`config.mk`:
```
export PLATFORM = sky130hd
export DESIGN_NAME = cpuCore
export DESIGN_NICKNAME = d
export VERILOG_FILES = /design/src/design/cpuPkg.sv /design/src/design/regFile.sv /design/src/design/decodeUnit.sv /design/src/design/hazardUnit.sv /design/src/design/alu.sv /design/src/design/cpuCore.sv
export SDC_FILE = /design/constraint.sdc
export NUM_CORES = 2
export LEC_CHECK = 0
export BUFFER_PORTS_ARGS = -buffer_cell sky130_fd_sc_hd__buf_4
export CORE_UTILIZATION = 43
export DETAILED_ROUTE_END_ITERATION = 16
export GPL_ROUTABILITY_DRIVEN = 0
export SLEW_MARGIN = 20
export SYNTH_ARGS = -nofsm -noshare
export SYNTH_HDL_FRONTEND = slang
export SYNTH_SLANG_ARGS = --single-unit
```
`constraint.sdc`:
```
create_clock -name clk -period 6 [get_ports clk]
set_input_delay 0 -clock clk [delete_from_list [all_inputs] [get_ports clk]]
set_output_delay 0 -clock clk [all_outputs]
set_load 0.03 [all_outputs]
```
`src/design/cpuPkg.sv`:
```
`default_nettype none

package cpuPkg;

    // ------------------------------------------------------------------------
    // Widths and basic types
    // ------------------------------------------------------------------------
    localparam int xlenW    = 32;    // Data and address width
    localparam int regAddrW = 5;     // Register index width
    localparam int numRegs  = 32;    // Architectural registers x0..x31

    typedef logic [xlenW-1:0]    word_t;     // Data word or byte address
    typedef logic [regAddrW-1:0] regAddr_t;  // Register index

    // Major opcodes kept in this core
    localparam logic [6:0] opOpImm = 7'b0010011;  // ADDI, SLTI, shifts ...
    localparam logic [6:0] opOp    = 7'b0110011;  // Register-register ALU
    localparam logic [6:0] opLoad  = 7'b0000011;  // LW only
    localparam logic [6:0] opStore = 7'b0100011;  // SW only

    // ALU function select
    typedef enum logic [3:0] {
        aluAdd,
        aluSub,
        aluSll,
        aluSlt,
        aluSltu,
        aluXor,
        aluSrl,
        aluSra,
        aluOr,
        aluAnd
    } aluOp_t;

    // Source for an execute-stage operand
    typedef enum logic [1:0] {
        fwdReg,     // Value read in decode
        fwdMem,     // ALU result sitting in memory stage
        fwdWb       // Write-back word
    } fwdSel_t;

    // ------------------------------------------------------------------------
    // Decoded control and pipeline registers
    // ------------------------------------------------------------------------
    typedef struct packed {
        logic   regWrite;
        logic   memRead;
        logic   memWrite;
        logic   memToReg;   // Write back load data instead of ALU result
        logic   aluSrcImm;  // Operand B from immediate
        aluOp_t aluOp;
    } ctrl_t;

    typedef struct packed {
        logic  valid;
        word_t pc;
        word_t insn;
    } ifId_t;

    typedef struct packed {
        ctrl_t    ctrl;     // All zero for a bubble
        regAddr_t rs1;
        regAddr_t rs2;
        regAddr_t rd;
        word_t    rs1Data;
        word_t    rs2Data;
        word_t    imm;
    } idEx_t;

    typedef struct packed {
        logic     regWrite;
        logic     memRead;
        logic     memWrite;
        logic     memToReg;
        regAddr_t rd;
        word_t    aluResult;  // Also the data address
        word_t    storeData;
    } exMem_t;

    typedef struct packed {
        logic     regWrite;
        logic     memToReg;
        regAddr_t rd;
        word_t    aluResult;
        word_t    loadData;
    } memWb_t;

endpackage

`default_nettype wire

```
`src/design/regFile.sv`:
```
`default_nettype none

module regFile (
    input  logic             clk,
    input  logic             rst_n,
    input  cpuPkg::regAddr_t rs1,
    input  cpuPkg::regAddr_t rs2,
    input  cpuPkg::regAddr_t rd,
    input  logic             we,
    input  cpuPkg::word_t    wrData,
    output cpuPkg::word_t    rs1Data,
    output cpuPkg::word_t    rs2Data
);

    cpuPkg::word_t regs [cpuPkg::numRegs];

    // Read port with x0 and same-cycle write bypass
    function automatic cpuPkg::word_t readPort(cpuPkg::regAddr_t addr);
        if (addr == '0) return '0;
        if (we && addr == rd) return wrData;  // Write-back in flight
        return regs[addr];
    endfunction

    always_ff @(posedge clk or negedge rst_n) begin
        if (!rst_n) begin
            for (int i = 0; i < cpuPkg::numRegs; i++) begin
                regs[i] <= '0;
            end
        end else if (we && rd != '0) begin   // x0 stays zero
            regs[rd] <= wrData;
        end
    end

    always_comb begin
        rs1Data = readPort(rs1);
        rs2Data = readPort(rs2);
    end

    // x0 storage must never pick up a write
    assert property (@(posedge clk) disable iff (!rst_n) regs[0] == '0);

endmodule

`default_nettype wire

```
`src/design/decodeUnit.sv`:
```
`default_nettype none

module decodeUnit (
    input  cpuPkg::word_t    insn,
    output cpuPkg::ctrl_t    ctrl,
    output cpuPkg::regAddr_t rs1,
    output cpuPkg::regAddr_t rs2,
    output cpuPkg::regAddr_t rd,
    output cpuPkg::word_t    imm
);

    logic [6:0]     opcode;
    logic [2:0]     funct3;
    logic           funct7b5;   // SUB / SRA select
    cpuPkg::word_t  immI;
    cpuPkg::word_t  immS;
    cpuPkg::aluOp_t arithOp;

    // Fixed RV32I field positions
    assign opcode   = insn[6:0];
    assign funct3   = insn[14:12];
    assign funct7b5 = insn[30];
    assign rd       = insn[11:7];
    assign rs1      = insn[19:15];
    assign rs2      = insn[24:20];

    assign immI     = {{(cpuPkg::xlenW-12){insn[31]}}, insn[31:20]};
    assign immS     = {{(cpuPkg::xlenW-12){insn[31]}}, insn[31:25], insn[11:7]};

    // ALU function from funct3 and funct7 bit 5
    always_comb begin
        case (funct3)
            3'b000: begin
                // Bit 30 selects SUB only for OP and is immediate data in ADDI
                arithOp = (opcode == cpuPkg::opOp && funct7b5) ? cpuPkg::aluSub
                                                                : cpuPkg::aluAdd;
            end
            3'b001:  arithOp = cpuPkg::aluSll;
            3'b010:  arithOp = cpuPkg::aluSlt;
            3'b011:  arithOp = cpuPkg::aluSltu;
            3'b100:  arithOp = cpuPkg::aluXor;
            3'b101:  arithOp = funct7b5 ? cpuPkg::aluSra : cpuPkg::aluSrl;
            3'b110:  arithOp = cpuPkg::aluOr;
            default: arithOp = cpuPkg::aluAnd;
        endcase
    end

    // Main control
    always_comb begin
        ctrl = '0;                  // Unknown opcode decodes as a bubble
        imm  = immI;
        case (opcode)
            cpuPkg::opOp: begin
                ctrl.regWrite = 1'b1;
                ctrl.aluOp    = arithOp;
            end
            cpuPkg::opOpImm: begin
                ctrl.regWrite  = 1'b1;
                ctrl.aluSrcImm = 1'b1;
                ctrl.aluOp     = arithOp;   // Shift amount sits in imm[4:0]
            end
            cpuPkg::opLoad: begin
                ctrl.regWrite  = 1'b1;
                ctrl.memRead   = 1'b1;
                ctrl.memToReg  = 1'b1;
                ctrl.aluSrcImm = 1'b1;  // Base + offset, aluAdd
            end
            cpuPkg::opStore: begin
                ctrl.memWrite  = 1'b1;
                ctrl.aluSrcImm = 1'b1;
                imm            = immS;  // Split offset
            end
            default: ;
        endcase
    end

endmodule

`default_nettype wire

```
`src/design/hazardUnit.sv`:
```
`default_nettype none

module hazardUnit (
    input  cpuPkg::regAddr_t idRs1,
    input  cpuPkg::regAddr_t idRs2,
    input  cpuPkg::regAddr_t exRs1,
    input  cpuPkg::regAddr_t exRs2,
    input  cpuPkg::regAddr_t exRd,
    input  cpuPkg::regAddr_t memRd,
    input  cpuPkg::regAddr_t wbRd,
    input  logic             exMemRead,
    input  logic             memRegWrite,
    input  logic             wbRegWrite,
    output cpuPkg::fwdSel_t  fwdA,
    output cpuPkg::fwdSel_t  fwdB,
    output logic             stall
);

    // ------------------------------------------------------------------------
    // Forwarding from the freshest producer
    // ------------------------------------------------------------------------
    function automatic cpuPkg::fwdSel_t pickSrc(cpuPkg::regAddr_t src);
        if (src == '0) begin
            return cpuPkg::fwdReg;              // x0 is constant
        end
        if (memRegWrite && memRd == src) begin
            return cpuPkg::fwdMem;              // One instruction ahead
        end
        if (wbRegWrite && wbRd == src) begin
            return cpuPkg::fwdWb;               // Two ahead
        end
        return cpuPkg::fwdReg;
    endfunction

    always_comb begin
        fwdA = pickSrc(exRs1);
        fwdB = pickSrc(exRs2);
    end

    // ------------------------------------------------------------------------
    // Load-use detection
    // ------------------------------------------------------------------------
    // Load data only exists after the memory stage, so a consumer right
    // behind it waits one cycle and then picks the value up from write-back
    always_comb begin
        stall = exMemRead && exRd != '0 &&
                (exRd == idRs1 || exRd == idRs2);
    end

endmodule

`default_nettype wire

```
`src/design/alu.sv`:
```
`default_nettype none

module alu (
    input  cpuPkg::aluOp_t op,
    input  cpuPkg::word_t  a,
    input  cpuPkg::word_t  b,
    output cpuPkg::word_t  result
);

    logic [4:0] shamt;
    logic       ltSigned;
    logic       ltUnsigned;

    assign shamt      = b[4:0];                  // Only the low five bits count
    assign ltSigned   = $signed(a) < $signed(b);
    assign ltUnsigned = a < b;

    always_comb begin
        case (op)
            cpuPkg::aluAdd:  result = a + b;
            cpuPkg::aluSub:  result = a - b;
            cpuPkg::aluSll:  result = a << shamt;
            cpuPkg::aluSlt:  result = {{(cpuPkg::xlenW-1){1'b0}}, ltSigned};
            cpuPkg::aluSltu: result = {{(cpuPkg::xlenW-1){1'b0}}, ltUnsigned};
            cpuPkg::aluXor:  result = a ^ b;
            cpuPkg::aluSrl:  result = a >> shamt;             // Zero fill
            cpuPkg::aluSra: begin
                // Sign fill from bit 31
                result = cpuPkg::word_t'($signed(a) >>> shamt);
            end
            cpuPkg::aluOr:   result = a | b;
            cpuPkg::aluAnd:  result = a & b;
            default:         result = '0;                     // Unused encodings
        endcase
    end

endmodule

`default_nettype wire

```
`src/design/cpuCore.sv`:
```
`default_nettype none

module cpuCore (
    input  logic          clk,
    input  logic          rst_n,
    input  cpuPkg::word_t imemInsn,
    input  cpuPkg::word_t dmemRdData,
    output cpuPkg::word_t imemAddr,
    output cpuPkg::word_t dmemAddr,
    output cpuPkg::word_t dmemWrData,
    output logic          dmemWen
);

    cpuPkg::word_t    pc;
    cpuPkg::ifId_t    ifId;
    cpuPkg::idEx_t    idEx;
    cpuPkg::exMem_t   exMem;
    cpuPkg::memWb_t   memWb;

    cpuPkg::ctrl_t    decCtrl;     // Raw decode
    cpuPkg::ctrl_t    idCtrl;      // After bubble insertion
    cpuPkg::regAddr_t decRs1;
    cpuPkg::regAddr_t decRs2;
    cpuPkg::regAddr_t decRd;
    cpuPkg::word_t    decImm;
    cpuPkg::word_t    rs1Data;
    cpuPkg::word_t    rs2Data;

    logic             stall;
    cpuPkg::fwdSel_t  fwdA;
    cpuPkg::fwdSel_t  fwdB;
    cpuPkg::word_t    opA;
    cpuPkg::word_t    opB;         // Forwarded rs2, also the store data
    cpuPkg::word_t    aluB;
    cpuPkg::word_t    aluResult;
    cpuPkg::word_t    wbData;

    // ------------------------------------------------------------------------
    // Fetch
    // ------------------------------------------------------------------------
    assign imemAddr = pc;

    always_ff @(posedge clk or negedge rst_n) begin
        if (!rst_n) begin
            pc   <= '0;
            ifId <= '0;
        end else if (!stall) begin  // Load-use holds PC and fetch register
            pc   <= pc + 32'd4;
            ifId <= '{valid: 1'b1, pc: pc, insn: imemInsn};
        end
    end

    // ------------------------------------------------------------------------
    // Decode and register read
    // ------------------------------------------------------------------------
    decodeUnit uDecode (
        .insn (ifId.insn),
        .ctrl (decCtrl),
        .rs1  (decRs1),
        .rs2  (decRs2),
        .rd   (decRd),
        .imm  (decImm)
    );

    regFile uRegFile (
        .clk     (clk),
        .rst_n   (rst_n),
        .rs1     (decRs1),
        .rs2     (decRs2),
        .rd      (memWb.rd),
        .we      (memWb.regWrite),
        .wrData  (wbData),
        .rs1Data (rs1Data),
        .rs2Data (rs2Data)
    );

    hazardUnit uHazard (
        .idRs1       (decRs1),
        .idRs2       (decRs2),
        .exRs1       (idEx.rs1),
        .exRs2       (idEx.rs2),
        .exRd        (idEx.rd),
        .memRd       (exMem.rd),
        .wbRd        (memWb.rd),
        .exMemRead   (idEx.ctrl.memRead),
        .memRegWrite (exMem.regWrite),
        .wbRegWrite  (memWb.regWrite),
        .fwdA        (fwdA),
        .fwdB        (fwdB),
        .stall       (stall)
    );

    always_comb begin
        idCtrl = decCtrl;
        if (!ifId.valid || stall) begin
            idCtrl = '0;            // Bubble into execute
        end
    end

    always_ff @(posedge clk or negedge rst_n) begin
        if (!rst_n) begin
            idEx <= '0;
        end else begin
            idEx <= '{ctrl: idCtrl, rs1: decRs1, rs2: decRs2, rd: decRd,
                      rs1Data: rs1Data, rs2Data: rs2Data, imm: decImm};
        end
    end

    // ------------------------------------------------------------------------
    // Execute
    // ------------------------------------------------------------------------
    function automatic cpuPkg::word_t fwdMux(cpuPkg::fwdSel_t sel,
                                             cpuPkg::word_t regVal);
        case (sel)
            cpuPkg::fwdMem: return exMem.aluResult;
            cpuPkg::fwdWb:  return wbData;
            default:        return regVal;
        endcase
    endfunction

    always_comb begin
        opA  = fwdMux(fwdA, idEx.rs1Data);
        opB  = fwdMux(fwdB, idEx.rs2Data);
        aluB = idEx.ctrl.aluSrcImm ? idEx.imm : opB;
    end

    alu uAlu (
        .op     (idEx.ctrl.aluOp),
        .a      (opA),
        .b      (aluB),
        .result (aluResult)
    );

    always_ff @(posedge clk or negedge rst_n) begin
        if (!rst_n) begin
            exMem <= '0;
        end else begin
            exMem <= '{regWrite: idEx.ctrl.regWrite, memRead: idEx.ctrl.memRead,
                       memWrite: idEx.ctrl.memWrite, memToReg: idEx.ctrl.memToReg,
                       rd: idEx.rd, aluResult: aluResult, storeData: opB};
        end
    end

    // ------------------------------------------------------------------------
    // Memory access and write-back
    // ------------------------------------------------------------------------
    assign dmemAddr   = exMem.aluResult;
    assign dmemWrData = exMem.storeData;
    assign dmemWen    = exMem.memWrite;

    always_ff @(posedge clk or negedge rst_n) begin
        if (!rst_n) begin
            memWb <= '0;
        end else begin
            memWb <= '{regWrite: exMem.regWrite, memToReg: exMem.memToReg,
                       rd: exMem.rd, aluResult: exMem.aluResult,
                       loadData: dmemRdData};
        end
    end

    assign wbData = memWb.memToReg ? memWb.loadData : memWb.aluResult;

    // A single instruction never both loads and stores
    assert property (@(posedge clk) disable iff (!rst_n)
        !(dmemWen && exMem.memRead));

    // Bubble behind the load clears the hazard on the next cycle
    assert property (@(posedge clk) disable iff (!rst_n) stall |=> !stall);

    // No fetch is skipped or repeated across a stall
    assert property (@(posedge clk) disable iff (!rst_n)
        ifId.valid && !stall |=> ifId.pc == $past(ifId.pc) + 32'd4);

endmodule

`default_nettype wire

```
# Word level (Yosys, flattened, before mapping)
# Index checks and enable logic that the tools add are counted.
# word_totals
regBits	1332
word_cells	194
input_bits	66
out_inout_bits	97
# op_classes
n_mux	62
n_addsub	3
order_cmp	6
n_reduce_logical	25
eq_ne	31
n_bitwise	6
n_shift	3
# ops
operator	n
bitwise mux 1024 bit	1
2-to-1 mux 32 bit	15
binary-select mux 32 bit (select 5 bit)	2
case mux 32 bit (10 select lines)	1
demux 32 bit (select 5 bit)	1
case mux 32 bit (2 select lines)	2
< comparator 32 bit	2
equality test 5 bit	8
adder 32 x 3 -> 32 bit (second input constant)	1
adder 32 bit	1
bitwise AND 32 bit	1
bitwise OR 32 bit	1
<< shifter 32 x 5 -> 32 bit	1
>> shifter 32 x 5 -> 32 bit	1
>>> shifter 32 x 5 -> 32 bit	1
subtractor 32 bit	1
XOR 32 bit	1
case mux 4 bit (7 select lines)	1
2-to-1 mux 1 bit	24
2-to-1 mux 2 bit	12
zero test 5 bit	4
greater-or-equal comparator 6 bit (second input constant)	3
NOT 5 -> 6 bit	3
equality test 4 x 3 -> 1 bit (second input constant)	4
other kinds (23)	44

# Logic depth before layout (Yosys ltp)
# logic_depth
ltp_word	14
mapped_depth	25
depth_no_buf	22

# Hierarchy
# From an unflattened synthesis, not the netlist that was laid out.
# unflattened
hier_cells	6062
area_unflattened_um2	77374.2
# modules_own_cells
mod	cells_each	seq_area_each_um2	area_each_um2	instances
regFile	3920	25624.6	55988.7	1
cpuCore	820	8157.8	12075.3	1
alu	1197	0.0	8340.5	1
decodeUnit	72	0.0	544.3	1
hazardUnit	53	0.0	425.4	1

# Worst setup path before layout
# No wires, ideal clock.
# synth_timing
path_type	flip-flop to flip-flop
startpoint	reg memWb[65] in the netlist's numbering
endpoint	reg exMem, in the netlist dmemAddr[30]
stages_incl_launch_ff	24
synth_period_minus_slack_ns	5.427
setup_time_ns	0.126
path_buffers	6
arrival_ns	5.301
required_time_ns	5.874
setup_slack_ns	0.573
path_cell_list	dfrtp_1 > clkbuf_1 > clkbuf_1 > xnor2_1 > nand3_1 > nor3_1 > ha_1 > clkbuf_1 > nor2b_1 > o31a_2 > inv_2 > buf_1 > buf_2 > buf_1 > ha_1 > or2_2 > o221ai_1 > a31oi_1 > a311oi_1 > a21o_1 > o31a_1 > a311oi_1 > xnor2_1 > a221o_1
# synth_via
elab_chain_cells	13
elab_cells_between_ends	34
cone_classes	add/sub (2); eq/ne (6); shift (3); mux (18); bitwise (3); reduce/logical (2)
# synth_lines
item	line_no	rtl
from (decl)	cpuCore.sv:18	cpuPkg::memWb_t memWb;
from (signal assigned)	cpuCore.sv:155	memWb <= '{regWrite: exMem.regWrite, memToReg: exMem.memToReg,
equality test 5 bit	hazardUnit.sv:29	if (wbRegWrite && wbRd == src) begin
logical AND 1 bit	hazardUnit.sv:29	
2-to-1 mux 1 bit (2 in a row)	hazardUnit.sv:29	
2-to-1 mux 1 bit	hazardUnit.sv:26	if (memRegWrite && memRd == src) begin
2-to-1 mux 2 bit	hazardUnit.sv:32	return cpuPkg::fwdReg;
2-to-1 mux 2 bit	hazardUnit.sv:29	
2-to-1 mux 2 bit	hazardUnit.sv:26	
equality test 2 bit / equality test 2 x 1 -> 1 bit (equally long branches)	cpuCore.sv:114	case (sel)
case mux 32 bit (2 select lines)	cpuCore.sv:114	
2-to-1 mux 32 bit	cpuCore.sv:124	aluB = idEx.ctrl.aluSrcImm ? idEx.imm : opB;
subtractor 32 bit (tied with other cells)	alu.sv:21	cpuPkg::aluSub: result = a - b;
case mux 32 bit (10 select lines) *	alu.sv:19	case (op)
net aluResult[30]	cpuCore.sv:35	cpuPkg::word_t aluResult;
to (signal assigned)	cpuCore.sv:138	exMem <= '{regWrite: idEx.ctrl.regWrite, memRead: idEx.ctrl.memRead,
to (decl)	cpuCore.sv:17	cpuPkg::exMem_t exMem;
# The timed path passes the listed nets; every way through them passes the cells marked *. The select of a mux whose other input is x is not followed.
# A chain may end at the register's enable or synchronous reset.

# Final worst setup path
# layout_timing
startpoint	reg idEx[107] in the netlist's numbering
endpoint	reg exMem, in the netlist dmemAddr[21]
# layout_via
elab_chain_cells	12
elab_cells_between_ends	28
cone_classes	add/sub (2); eq/ne (4); shift (3); mux (13); bitwise (3); reduce/logical (3)
# layout_lines
item	line_no	rtl
from (decl)	cpuCore.sv:16	cpuPkg::idEx_t idEx;
from (signal assigned)	cpuCore.sv:104	idEx <= '{ctrl: idCtrl, rs1: decRs1, rs2: decRs2, rd: decRd,
equality test 5 bit	hazardUnit.sv:29	
logical AND 1 bit	hazardUnit.sv:29	
2-to-1 mux 1 bit (2 in a row)	hazardUnit.sv:29	
2-to-1 mux 1 bit	hazardUnit.sv:26	
2-to-1 mux 2 bit	hazardUnit.sv:32	
2-to-1 mux 2 bit	hazardUnit.sv:29	
2-to-1 mux 2 bit *	hazardUnit.sv:26	
equality test 2 bit / equality test 2 x 1 -> 1 bit (equally long branches)	cpuCore.sv:114	
case mux 32 bit (2 select lines) *	cpuCore.sv:114	
subtractor 32 bit (tied with other cells)	alu.sv:21	
case mux 32 bit (10 select lines) *	alu.sv:19	
net aluResult[21]	cpuCore.sv:35	
# Marks and branches as above.

==> results_dict.tcl <==
set metrics [dict create \
    status "finished clean" \
    grt_pass1_vias 57076 \
    grt_pass1_wl_um 384000 \
    fin_area_mm2 0.0831 \
    start_util_pct 43.4 \
    power_density_mw_per_mm2 255 \
    timing.fmax_ghz 0.180 \
    synth_top_family_by_area "multiplexers" \
    drt_iter0_drc 6695 \
    min_period_ns 5.54 \
    gr-total-overflow 0 \
    start_kind "flop" \
    multi_input_area_mm2 0.0373 \
    clkTransAtPathRegs_ns 0.07 \
    tns_ns 0 \
    reg2reg_to "dmemAddr[21]" \
    yosys.area.top_type "dfrtp_1" \
    drt-total-wl_um 258000 \
    ir_drop_mv 0.332 \
    dieWidth_um 416 \
    p_total_mw 21.2 \
    finalSetupViolations 0 \
    synth_fa_ha_area_share_pct 1.79 \
    ys_seq_area_share_pct 45.2 \
    tightestPinTransition_ns 1.16 \
    wire_per_inst_um 28.4 \
    synth_compound_gate_area_share_pct 14.6 \
    cts_tree "done" \
    arrival_ns 6.24 \
    place_ws_ns 0.467 \
    place_area_mm2 0.0768 \
    yosys_most_used_dff "dfrtp_1" \
    crit_top_cell "a21oi_1" \
    fillers 15131 \
    dieArea_mm2 0.173 \
    ys_top_cells_by_count "1,329 x dfrtp_1, 804 x nor2_1, 772 x a21oi_1" \
    hpwl_um 163000 \
    worstPathCellList "or4_1 > a21oi_1 > nor3_1 > inv_1 > ha_1 > buf_4 > a22oi_1 > o21ai_1 > ha_1 > or2_2 > a211oi_1 > a2111oi_4 > nor3_2 > o31ai_4 > a21oi_1 > a21oi_1 > xnor2_1 > a211o_1" \
    num_io_pins 163 \
    clock_sink_count 1329 \
    firstDrtPassIters 6 \
    criticalPathCategory "reg -> reg" \
    timing.final.ws_setup_ns 0.459 \
    leakage_nw 35.4 \
    r2r-start "idEx[107]" \
    synth_top_area_share_pct 45.2 \
    synth-simple-area-share_pct 9.89 \
    required_ns 6.70 \
    r2r_cells 18 \
    synth.most_common_cell "dfrtp_1" \
    gr-usage-all-layers_pct 29.8 \
    antenna_left 0 \
    clock_latency_ns 0.81 \
    avgSynthCellArea_um2 10.8 \
    final_nets 6910 \
    port_buffers 160 \
    cts_buffer_depth 3 \
    syn-cell-area_mm2 0.0736 \
    core_mm2 0.170 \
    syn2layout_area_growth_pct 12.9 \
    endpoint_kind "flop" \
    die_h_um 416 \
    seqCellArea_mm2 0.0333 \
    synth_edf_count 0 \
    crit_end "dmemAddr[21]" \
    num_vias 57299 \
    ys_async_sr_fraction_pct 100 \
    ys_warn_count 0 \
    r2r_slack_ns 0.46 \
    finalMaxSlewViolations 0 \
    critPathMaxFanout 29 \
    fin_skew_ns 0.0402 \
    cts_made_buffers 141 \
    drive_above_1_share_pct 20.5 \
    max_cap_viol_count 0 \
    post-route-util_pct 49.0 \
    route.detailed.drc 0 \
    hp-class "in -> async" \
    synth_xor_area_share_pct 1.06 \
    antenna_found_initial 13 \
    postSynthCellCount 6836 \
    synthMuxAreaShare_pct 22.6 \
    post-route-period-util_pct 92.3 \
    root_buffer "clkbuf_16" \
    netlist_top_cells_area "dfrtp_1 45%, mux4_2 19%, a21oi_1 5.2%" \
    grt_max_degree 159 \
    hold_viol 0 \
    max_slew_margin_pct 22.1 \
    crit_start "idEx[107]" \
    std_cell_rows 151 \
    grt_setup_unrepaired "false" \
    synth.distinct_cells 89 \
    cp_slowest_cell "a211oi_1" \
    viasPerCell 6.32 \
    h-tree-depth 4 \
    slowest_delay_ns 0.61 \
    ys_ff_latch 1329 \
]
[placed cells by master (no fill, tap or decap), drive strengths merged, types with 113 or more instances in the layout]
cell / count
o21ai: 525
dfrtp: 1329
inv: 138
mux4: 609
nor2: 805
nor2b: 113
a21oi: 772
dlygate4sd3: 128
clkbuf: 213
nand2: 574
mux2i: 179
buf: 361
a211oi: 201
[metrics by stage]
stage | hold WS [ns] | std cells
after floorplan | -0.296 | 6837
after global placement | 0.0486 | 8677
after detailed placement | 0.0673 | 8677
after CTS | 0.0368 | 9058
after global routing | 0.0622 | 9069
final | 0.0695 | 9071
[registers in the layout (all words and copies together) (netlist names)]
register,cells
idEx,99
dmemWrData,32
exMem,7
ifId,33
dmemAddr,32
imemAddr,30
dmemWen,1
memWb,71
uRegFile.regs,1024
[what timing repair did]
item / in CTS / in global routing
resized for setup: 0 / 2
hold buffers: 129 / 0
buffers inserted: 0 / 0
endpoints found under the setup margin: 0 / 1
hold endpoints to repair: 888 / 0
[per-layer routing]
metal	track usage, %	up-vias	part of all wire [%]
met1	38.0	28905	38
met4	17.9	6	6.8
met2	46.4	2945	46
li1	-	24619	-
met3	6.69	824	8.9
met5	0	-	0.015
[worst max-delay path, delay by kind of cell (launching register included)]
kind	cells	cell delay (ns)
AO/OA/AOI/OAI	9	2.42
XOR/XNOR	1	0.17
adder cells (fa/ha/maj)	2	0.65
buffers and inverters	2	0.41
flip-flops	1	0.41
AND/OR/NAND/NOR	4	1.38
[power by group]
part	internal [mW]	switching [mW]	total, mW	leakage [nW]
Sequential	9.25	0.370	9.62	18.1
Combinational	0.968	1.53	2.50	14.9
Clock	5.28	3.77	9.06	2.32
[cell type report]
cell class | count | area share (%)
antenna | 4 | 0.0120
clock buffer | 211 | 5.11
clock inverter | 41 | 0.584
inverter | 132 | 0.596
multi-input combinational | 4645 | 44.8
sequential | 1329 | 40.1
tap | 2218 | 3.34
timing repair buffer | 491 | 5.44
[worst min path at each step]
stage                  from                  to  slack (ns)  cells past startpoint
2_1_floorplan         rst_n         dmemAddr[0]       -0.30                      0
6_report              rst_n  uRegFile.regs[489]        0.07                      3
3_5_place_dp          rst_n  uRegFile.regs[930]        0.07                      1
3_3_place_gp          rst_n  uRegFile.regs[930]        0.05                      1
5_1_grt        imemInsn[18]            ifId[18]        0.06                      3
4_1_cts        imemInsn[18]            ifId[18]        0.04                      3
[logic make-up (layout without fill, tap and decap cells)]
kind of cell,count (synthesis),after routing
muxes,884,884
DFF,1329,1329
buffers and inverters,863,875
AOI/OAI and AO/OA,1840,1840
and+or+nand+nor,1726,1726
adders and majority gates,104,104
xor gates and xnor gates,89,89
other,1,6
Note: power is estimated with default switching activity, not from simulation.
